===== src/source/bpred_pkg.sv =====
package bpred_pkg;

	// rv32i opcodes the predictor cares about
	typedef enum logic [6:0] {
		JAL    = 7'b1101111,
		JALR   = 7'b1100111,
		BRANCH = 7'b1100011
	} opcode_t;

	// link registers per the rv32i hint table
	localparam logic [4:0] LINK_RA = 5'd1;
	localparam logic [4:0] LINK_T0 = 5'd5;

	// way write fields sized for up to 256 sets
	// each way keeps only the low bits it needs
	localparam int WR_SET_W = 8;
	localparam int WR_TAG_W = 30;

	// one fetch slot, counts when valid at a rising edge
	typedef struct packed {
		logic        valid;
		logic [31:0] pc;
		logic [31:0] instr;
	} fetch_req_t;

	// branch or jump outcome from execute
	typedef struct packed {
		logic        valid;
		logic [31:0] pc;
		logic [31:0] target;
		logic        taken;
	} resolve_t;

	// return prediction from the stack
	typedef struct packed {
		logic        pop_valid;
		logic [31:0] target;
	} ras_rsp_t;

	// lookup answer of a single way
	typedef struct packed {
		logic        hit;
		logic [31:0] target;
		logic [1:0]  counter;
	} way_rsp_t;

	// training command for a single way
	typedef struct packed {
		logic                en;
		logic                alloc;
		logic [WR_SET_W-1:0] set;
		logic [WR_TAG_W-1:0] tag;
		logic [31:0]         target;
		logic                taken;
	} way_wr_t;

	typedef enum logic [1:0] {
		NONE = 2'd0,
		BTB  = 2'd1,
		RAS  = 2'd2
	} pred_src_t;

	typedef struct packed {
		logic        valid;
		logic        taken;
		logic [31:0] target;
		pred_src_t   source;
	} prediction_t;

endpackage


===== src/source/branch_predictor.sv =====
`timescale 1ns/1ps

module branch_predictor
	import bpred_pkg::*;
#(
	parameter int BTB_SETS  = 16,
	parameter int BTB_WAYS  = 4,
	parameter int RAS_DEPTH = 4
) (
	input  logic        CLK,
	input  logic        nRST,
	input  fetch_req_t  fetch,
	input  resolve_t    resolve,
	output prediction_t pred
);
	localparam int SET_W = $clog2(BTB_SETS);
	localparam int TAG_W = 30 - SET_W;

	// shared lookup index for all ways
	logic [SET_W-1:0]    lookup_set;
	logic [TAG_W-1:0]    lookup_tag;
	// per way training and answers
	logic [BTB_WAYS-1:0] upd_hit;
	way_wr_t             way_wr [BTB_WAYS];
	way_rsp_t            way_rsp [BTB_WAYS];
	ras_rsp_t            ras_rsp;

	btb_index #(.BTB_SETS(BTB_SETS), .BTB_WAYS(BTB_WAYS)) u_index (
		.CLK        (CLK),
		.nRST       (nRST),
		.fetch_pc   (fetch.pc),
		.resolve    (resolve),
		.lookup_set (lookup_set),
		.lookup_tag (lookup_tag),
		.upd_hit    (upd_hit),
		.way_wr     (way_wr)
	);

	for (genvar w = 0; w < BTB_WAYS; w++) begin : g_way
		btb_way #(.BTB_SETS(BTB_SETS)) u_way (
			.CLK        (CLK),
			.nRST       (nRST),
			.lookup_set (lookup_set),
			.lookup_tag (lookup_tag),
			.wr         (way_wr[w]),
			.upd_hit    (upd_hit[w]),
			.rsp        (way_rsp[w])
		);
	end

	return_stack #(.RAS_DEPTH(RAS_DEPTH)) u_ras (
		.CLK   (CLK),
		.nRST  (nRST),
		.fetch (fetch),
		.ras   (ras_rsp)
	);

	way_select #(.BTB_WAYS(BTB_WAYS)) u_select (
		.CLK         (CLK),
		.nRST        (nRST),
		.fetch_valid (fetch.valid),
		.ways        (way_rsp),
		.ras         (ras_rsp),
		.pred        (pred)
	);

endmodule


===== src/source/btb_index.sv =====
`timescale 1ns/1ps

module btb_index
	import bpred_pkg::*;
#(
	parameter int BTB_SETS = 16,
	parameter int BTB_WAYS = 4
) (
	input  logic                          CLK,
	input  logic                          nRST,
	input  logic [31:0]                   fetch_pc,
	input  resolve_t                      resolve,
	output logic [$clog2(BTB_SETS)-1:0]   lookup_set,
	output logic [29-$clog2(BTB_SETS):0]  lookup_tag,
	input  logic [BTB_WAYS-1:0]           upd_hit,
	output way_wr_t                       way_wr [BTB_WAYS]
);
	localparam int SET_W = $clog2(BTB_SETS);
	localparam int TAG_W = 30 - SET_W;
	localparam int VIC_W = $clog2(BTB_WAYS);

	logic [SET_W-1:0]    res_set;
	logic [TAG_W-1:0]    res_tag;
	logic                alloc;
	logic [BTB_WAYS-1:0] wr_en;
	// round-robin victim per set
	logic [VIC_W-1:0]    victim [BTB_SETS];

	// word aligned, set from low bits, tag above
	assign lookup_set = fetch_pc[2 +: SET_W];
	assign lookup_tag = fetch_pc[31 -: TAG_W];
	assign res_set    = resolve.pc[2 +: SET_W];
	assign res_tag    = resolve.pc[31 -: TAG_W];

	// only a taken miss allocates
	assign alloc = resolve.valid && resolve.taken && !(|upd_hit);

	always_comb begin
		for (int i = 0; i < BTB_WAYS; i++) begin
			wr_en[i] = (resolve.valid && upd_hit[i]) ||
				(alloc && victim[res_set] == VIC_W'(i));
			way_wr[i].en     = wr_en[i];
			way_wr[i].alloc  = alloc;
			way_wr[i].set    = WR_SET_W'(res_set);
			way_wr[i].tag    = WR_TAG_W'(res_tag);
			way_wr[i].target = resolve.target;
			way_wr[i].taken  = resolve.taken;
		end
	end

	always_ff @(posedge CLK or negedge nRST) begin
		if (!nRST) begin
			for (int s = 0; s < BTB_SETS; s++) begin
				victim[s] <= '0;
			end
		end else if (alloc) begin
			if (victim[res_set] == VIC_W'(BTB_WAYS - 1)) begin
				victim[res_set] <= '0;
			end else begin
				victim[res_set] <= victim[res_set] + 1'b1;
			end
		end
	end

	// a resolve trains at most one way
	assert property (@(posedge CLK) disable iff (!nRST) $onehot0(wr_en));

endmodule


===== src/source/btb_way.sv =====
`timescale 1ns/1ps

module btb_way
	import bpred_pkg::*;
#(
	parameter int BTB_SETS = 16
) (
	input  logic                          CLK,
	input  logic                          nRST,
	input  logic [$clog2(BTB_SETS)-1:0]   lookup_set,
	input  logic [29-$clog2(BTB_SETS):0]  lookup_tag,
	input  way_wr_t                       wr,
	output logic                          upd_hit,
	output way_rsp_t                      rsp
);
	localparam int SET_W = $clog2(BTB_SETS);
	localparam int TAG_W = 30 - SET_W;

	// per set entry state
	logic [BTB_SETS-1:0] valid;
	logic [TAG_W-1:0]    tags [BTB_SETS];
	logic [31:0]         targets [BTB_SETS];
	logic [1:0]          ctr [BTB_SETS];

	logic [SET_W-1:0] wr_set;
	logic [TAG_W-1:0] wr_tag;

	assign wr_set = wr.set[SET_W-1:0];
	assign wr_tag = wr.tag[TAG_W-1:0];

	// fetch side compare
	assign rsp.hit     = valid[lookup_set] && (tags[lookup_set] == lookup_tag);
	assign rsp.target  = targets[lookup_set];
	assign rsp.counter = ctr[lookup_set];

	// resolve side compare, independent of wr.en
	assign upd_hit = valid[wr_set] && (tags[wr_set] == wr_tag);

	always_ff @(posedge CLK or negedge nRST) begin
		if (!nRST) begin
			valid <= '0;
			for (int s = 0; s < BTB_SETS; s++) begin
				ctr[s] <= 2'd0;
			end
		end else if (wr.en) begin
			if (wr.alloc) begin
				// new entries start weakly taken
				valid[wr_set] <= 1'b1;
				ctr[wr_set]   <= 2'd2;
			end else if (wr.taken) begin
				if (ctr[wr_set] != 2'd3) begin
					ctr[wr_set] <= ctr[wr_set] + 2'd1;
				end
			end else if (ctr[wr_set] != 2'd0) begin
				ctr[wr_set] <= ctr[wr_set] - 2'd1;
			end
		end
	end

	// taken writes refresh the target
	always_ff @(posedge CLK) begin
		if (wr.en && (wr.alloc || wr.taken)) begin
			tags[wr_set]    <= wr_tag;
			targets[wr_set] <= wr.target;
		end
	end

endmodule


===== src/source/return_stack.sv =====
`timescale 1ns/1ps

module return_stack
	import bpred_pkg::*;
#(
	parameter int RAS_DEPTH = 4
) (
	input  logic       CLK,
	input  logic       nRST,
	input  fetch_req_t fetch,
	output ras_rsp_t   ras
);
	localparam int PTR_W = $clog2(RAS_DEPTH);
	localparam int CNT_W = $clog2(RAS_DEPTH + 1);

	// decoded fields of the fetched word
	logic [6:0]  opcode;
	logic [4:0]  rd;
	logic [4:0]  rs1;
	logic        rd_link;
	logic        rs1_link;
	logic        is_jal;
	logic        is_jalr;
	logic [31:0] link_addr;

	// stack operations for this request
	logic do_push;
	logic do_pop;
	logic do_swap;
	logic push_any;

	// circular storage, ptr is the next free slot
	logic [31:0]      stack [RAS_DEPTH];
	logic [PTR_W-1:0] ptr;
	logic [PTR_W-1:0] top;
	logic [PTR_W-1:0] ptr_inc;
	logic [CNT_W-1:0] count;
	logic             empty;

	assign opcode    = fetch.instr[6:0];
	assign rd        = fetch.instr[11:7];
	assign rs1       = fetch.instr[19:15];
	assign rd_link   = (rd == LINK_RA) || (rd == LINK_T0);
	assign rs1_link  = (rs1 == LINK_RA) || (rs1 == LINK_T0);
	assign is_jal    = fetch.valid && (opcode == JAL);
	assign is_jalr   = fetch.valid && (opcode == JALR);
	assign link_addr = fetch.pc + 32'd4;

	// hint table: rd link only or equal links push
	// rs1 link only pops, two different links swap
	assign do_push = (is_jal && rd_link) ||
		(is_jalr && rd_link && (!rs1_link || rd == rs1));
	assign do_pop  = is_jalr && !rd_link && rs1_link;
	assign do_swap = is_jalr && rd_link && rs1_link && (rd != rs1);

	assign empty   = (count == '0);
	// swap on an empty stack has nothing to pop, so it just pushes
	assign push_any = do_push || (do_swap && empty);

	// wrap both ways around the ring
	assign top     = (ptr == '0) ? PTR_W'(RAS_DEPTH - 1) : ptr - 1'b1;
	assign ptr_inc = (ptr == PTR_W'(RAS_DEPTH - 1)) ? '0 : ptr + 1'b1;

	// top before the request edge
	assign ras.pop_valid = (do_pop || do_swap) && !empty;
	assign ras.target    = ras.pop_valid ? stack[top] : '0;

	always_ff @(posedge CLK or negedge nRST) begin
		if (!nRST) begin
			ptr   <= '0;
			count <= '0;
		end else if (push_any) begin
			ptr <= ptr_inc;
			// full stack drops the oldest entry
			if (count != CNT_W'(RAS_DEPTH)) begin
				count <= count + 1'b1;
			end
		end else if (do_pop && !empty) begin
			ptr   <= top;
			count <= count - 1'b1;
		end
	end

	always_ff @(posedge CLK) begin
		if (push_any) begin
			stack[ptr] <= link_addr;
		end else if (do_swap) begin
			// pop then push lands on the same slot
			stack[top] <= link_addr;
		end
	end

	// saturating count must stay within the ring
	assert property (@(posedge CLK) disable iff (!nRST)
		count <= CNT_W'(RAS_DEPTH));

endmodule


===== src/source/way_select.sv =====
`timescale 1ns/1ps

module way_select
	import bpred_pkg::*;
#(
	parameter int BTB_WAYS = 4
) (
	input  logic        CLK,
	input  logic        nRST,
	input  logic        fetch_valid,
	input  way_rsp_t    ways [BTB_WAYS],
	input  ras_rsp_t    ras,
	output prediction_t pred
);
	logic [BTB_WAYS-1:0] hit_vec;
	way_rsp_t            merged;
	prediction_t         pred_next;

	// at most one way hits, so OR of masked answers
	always_comb begin
		merged = '0;
		for (int i = 0; i < BTB_WAYS; i++) begin
			hit_vec[i] = ways[i].hit;
			if (ways[i].hit) begin
				merged.hit     = 1'b1;
				merged.target  = merged.target | ways[i].target;
				merged.counter = merged.counter | ways[i].counter;
			end
		end
	end

	// stack beats buffer, buffer beats fall-through
	always_comb begin
		pred_next = '0;
		if (fetch_valid) begin
			pred_next.valid = 1'b1;
			if (ras.pop_valid) begin
				pred_next.taken  = 1'b1;
				pred_next.target = ras.target;
				pred_next.source = RAS;
			end else if (merged.hit) begin
				// counter msb set means 2 or 3
				pred_next.taken  = merged.counter[1];
				pred_next.target = merged.target;
				pred_next.source = BTB;
			end
		end
	end

	// single output register of the unit
	always_ff @(posedge CLK or negedge nRST) begin
		if (!nRST) begin
			pred <= '0;
		end else begin
			pred <= pred_next;
		end
	end

	// allocation only on a miss keeps tags unique across ways
	assert property (@(posedge CLK) disable iff (!nRST)
		fetch_valid |-> $onehot0(hit_vec));

endmodule


===== config.mk =====
export PLATFORM = sky130hd
export DESIGN_NAME = branch_predictor
export DESIGN_NICKNAME = d
export VERILOG_FILES = /design/src/source/bpred_pkg.sv /design/src/source/branch_predictor.sv /design/src/source/btb_index.sv /design/src/source/btb_way.sv /design/src/source/return_stack.sv /design/src/source/way_select.sv
export SDC_FILE = /design/constraint.sdc
export NUM_CORES = 2
export LEC_CHECK = 0
export ABC_CLOCK_PERIOD_IN_PS = 8200
export BUFFER_PORTS_ARGS = -buffer_cell sky130_fd_sc_hd__buf_2
export CORE_UTILIZATION = 50
export DETAILED_ROUTE_END_ITERATION = 16
export HOLD_SLACK_MARGIN = 0.06
export PLACE_DENSITY = 0.65
export SYNTH_ARGS = -nofsm -noshare
export SYNTH_HDL_FRONTEND = slang
export SYNTH_SLANG_ARGS = --single-unit
export TNS_END_PERCENT = 50

===== constraint.sdc =====
create_clock -name CLK -period 8.2 [get_ports CLK]
set_input_delay 1.64 -clock CLK [delete_from_list [all_inputs] [get_ports CLK]]
set_output_delay 1.64 -clock CLK [all_outputs]
set_load 0.03 [all_outputs]

==> out/metrics.yaml <==
drc: 0
ant_nets: 0
viasPerCell: 6.87
nFillCells: 25151
period_share_pct: 88.1
clock_sinks: 4105
vias: 96534
cts.htree.levels: 5
synth_xor_area_share_pct: 1.23
dr.pass1.iters: 7
pre_cts_ws_ns: 0.233
path_clk_slew_ns: 0.06
total_power_uw: 46100
rr_startpoint: "g_way[3].u_way.tags[4][11]$_DFFE_PP_"
p_leak_uw: 0.0660
cts_tree: "built"
ys_seq_area_share_pct: 69.2
synth_area_leader_cell: "edfxtp_1"
worstSkewPairLatency_ns: 0.99
crit_type: "in -> reg"
worst_slew_pin_slew_ns: 1.44
slew_headroom_pct: 3.82
synth_edf_count: 3840
reg2reg_depth: 13
root_buffer: "clkbuf_16"
gp_congestion: 0.932
r2r_end: "g_way[3].u_way.tags[5][2]$_DFFE_PP_"
wl_mm: 546
cts-buffers-inserted: 416
grt_pass1_vias: 97043
outcome: "finished, final reports clean"
setup_tns_ns: 0
synth.area.top_cells: "edfxtp_1, mux4_2, dfrtp_1"
max_cap_violations: 0
wl_per_cell_um: 38.9
clock.fmax_mhz: 138
skew_ns: 0.0935
min_period_ns: 7.22
rsz0062_at_grt: "false"
hold_buffers: 0
syn-instance-count: 8427
synth-seq-cells: 4105
final_hold_viol_count: 0
path_max_fanout: 51
start_kind: "primary input"
die_w_um: 596
setup_violations: 0
synth_cell_types: 94
cp.arrival_ns: 7.85
synth_mux_area_share_pct: 23.1
min_to: "g_way[0].u_way.valid[2]$_DFFE_PN0P_"
async_flop_share_pct: 6.46
cts-resized-gates: 0
fin_util_pct: 57.7
clockBufferDepth: 4
cts_setup_buffers: 0
end_kind: "register"
syn_area_per_cell_um2: 20.9
overflow: 0
port-buffer-count: 151
slew_violations: 0
ioPinCount: 169
synth_compound_area_share_pct: 2.75
setup_ws_ns: 0.976
synth_top_family_by_area: "multiplexers"
start_util_pct: 50.4
synth_area_um2: 176000
ir_drop_uv: 220
area_growth_pct: 14.6
dpl.cell_count: 13250
core_area_um2: 350000
final_cells: 14042
hp-start: "g_way[0].u_way.valid[2]$_DFFE_PN0P_"
synth_top_area_share_pct: 65.4
synthTopCellsByCount: "edfxtp_1, mux4_2, mux2i_1, dfrtp_1, clkbuf_1"
synth_fa_ha_area_share_pct: 0.118
synth_warnings: 0
yosysMostFrequentCell: "edfxtp_1"
synth_nets: 8576
nets: 9218
die_h_um: 596
first_iter_violations: 14718
rows: 217
hold_path.class: "reg -> reg"
grt_pass1_wl_mm: 761
r2r_setup_slack_ns: 2.30
whs_path_depth: 1
drive_above_1_share_pct: 34.4
required_ns: 8.83
antenna_found_initial: 58
synth_flop_cell: "edfxtp_1"
hpwl_mm: 342
power_density_nw_per_um2: 228
synthSimpleGateAreaFrac_pct: 1.83
grt_max_degree: 119
grt_util_all_layers_pct: 30.7
dieArea_um2: 355000
-- power breakdown --
| group | leakage, uW | switching (uW) | internal, uW |
|---|---|---|---|
| combinational | 0.0214 | 2220 | 1570 |
| clock | 0.00656 | 8100 | 10800 |
| sequential | 0.0380 | 183 | 23200 |
| total | 0.0660 | 10500 | 35600 |
-- sequential cells by signal, summed over array words and instances, names as in the netlist, 3 cells and up --
name and flops:
g_way.u_way.ctr 128, g_way.u_way.tags 1664, g_way.u_way.targets 2048, g_way.u_way.valid 64, u_index.victim 32, u_ras.count 3, u_ras.stack 128, u_select.pred 36
-- logic make-up (layout without fill, tap and decap cells) --
logic type,after synthesis,count (layout)
other,0,24
adder cells (fa/ha/maj),16,16
AO/OA/AOI/OAI,681,681
AND/OR/NAND/NOR,645,645
buffers and inverters,645,1637
flip-flops,4105,4105
multiplexers,2088,2088
XOR/XNOR,247,247
-- area by class of cell --
cell class	instances	area, um^2	area share [%]
tap	4599	5750	2.85
sequential	4105	122000	60.4
clock buffer	517	11000	5.46
inverter	68	262	0.129
clock inverter	251	2380	1.18
timing repair buffer	801	8730	4.32
antenna	24	60.1	0.0297
multi-input combinational	3677	51900	25.7
-- through the flow --
| stage | hold slack (ns) | area, um^2 |
|---|---|---|
| 2_1_floorplan | 0.437 | 176000 |
| 3_3_place_gp | 0.450 | 189000 |
| 3_5_place_dp | 0.457 | 189000 |
| 4_1_cts | 0.470 | 202000 |
| 5_1_grt | 0.486 | 202000 |
| 6_report | 0.468 | 202000 |
-- per-layer routing --
metal	global-route usage, %	vias up	wire [um]
li1	-	37213	-
met1	42.2	51827	202000
met2	47.6	6259	255000
met3	6.85	1209	61600
met4	13.5	26	27700
met5	0	-	152
-- critical path: stages --
cell and delay (ns):
buf_8 0.52, nand2b_1 0.57, o22ai_1 0.33, o31ai_1 0.18, a221o_1 0.39, o32ai_1 0.61
or4b_1 0.51, nor4_2 1.05, buf_4 0.26, and2_2 0.18, o21ai_4 0.08, buf_12 0.20
nor2_4 0.76, buf_12 0.40
-- worst max path at each step --
stage,from,to,slack [ns],cells past startpoint
floorplan,resolve[35],g_way[1].u_way.tags[0][0]$_DFFE_PP_,-0.63,17
global placement,resolve[35],g_way[3].u_way.tags[5][14]$_DFFE_PP_,0.24,15
detailed placement,resolve[35],g_way[3].u_way.tags[5][10]$_DFFE_PP_,0.23,14
CTS,resolve[35],g_way[3].u_way.tags[5][24]$_DFFE_PP_,1.21,14
global route,resolve[35],g_way[3].u_way.tags[5][13]$_DFFE_PP_,1.12,14
finish,resolve[35],g_way[3].u_way.tags[5][2]$_DFFE_PP_,0.98,14
-- cell usage in the layout, fill, tap and decap left out, types with 38 or more instances in the layout --
cell type and n:
edfxtp_1 3840, mux4_2 1568, clkbuf_16 424, buf_4 411, mux2i_1 319, dfrtp_1 265, buf_12 241, xnor2_1 183
mux2_2 173, nand2_1 152, buf_2 142, clkinv_1 100, a22oi_1 98, a21oi_1 90, clkinv_2 87, clkbuf_1 86
nor2_1 82, o21ai_0 75, nand3_1 71, nor2_4 71, nor2b_1 70, xor2_1 64, inv_1 58, a21o_1 57
a211oi_1 55, o22ai_1 43, nand4_1 40, bufinv_16 40, o31ai_1 38
(Power assumes the default switching activity.)
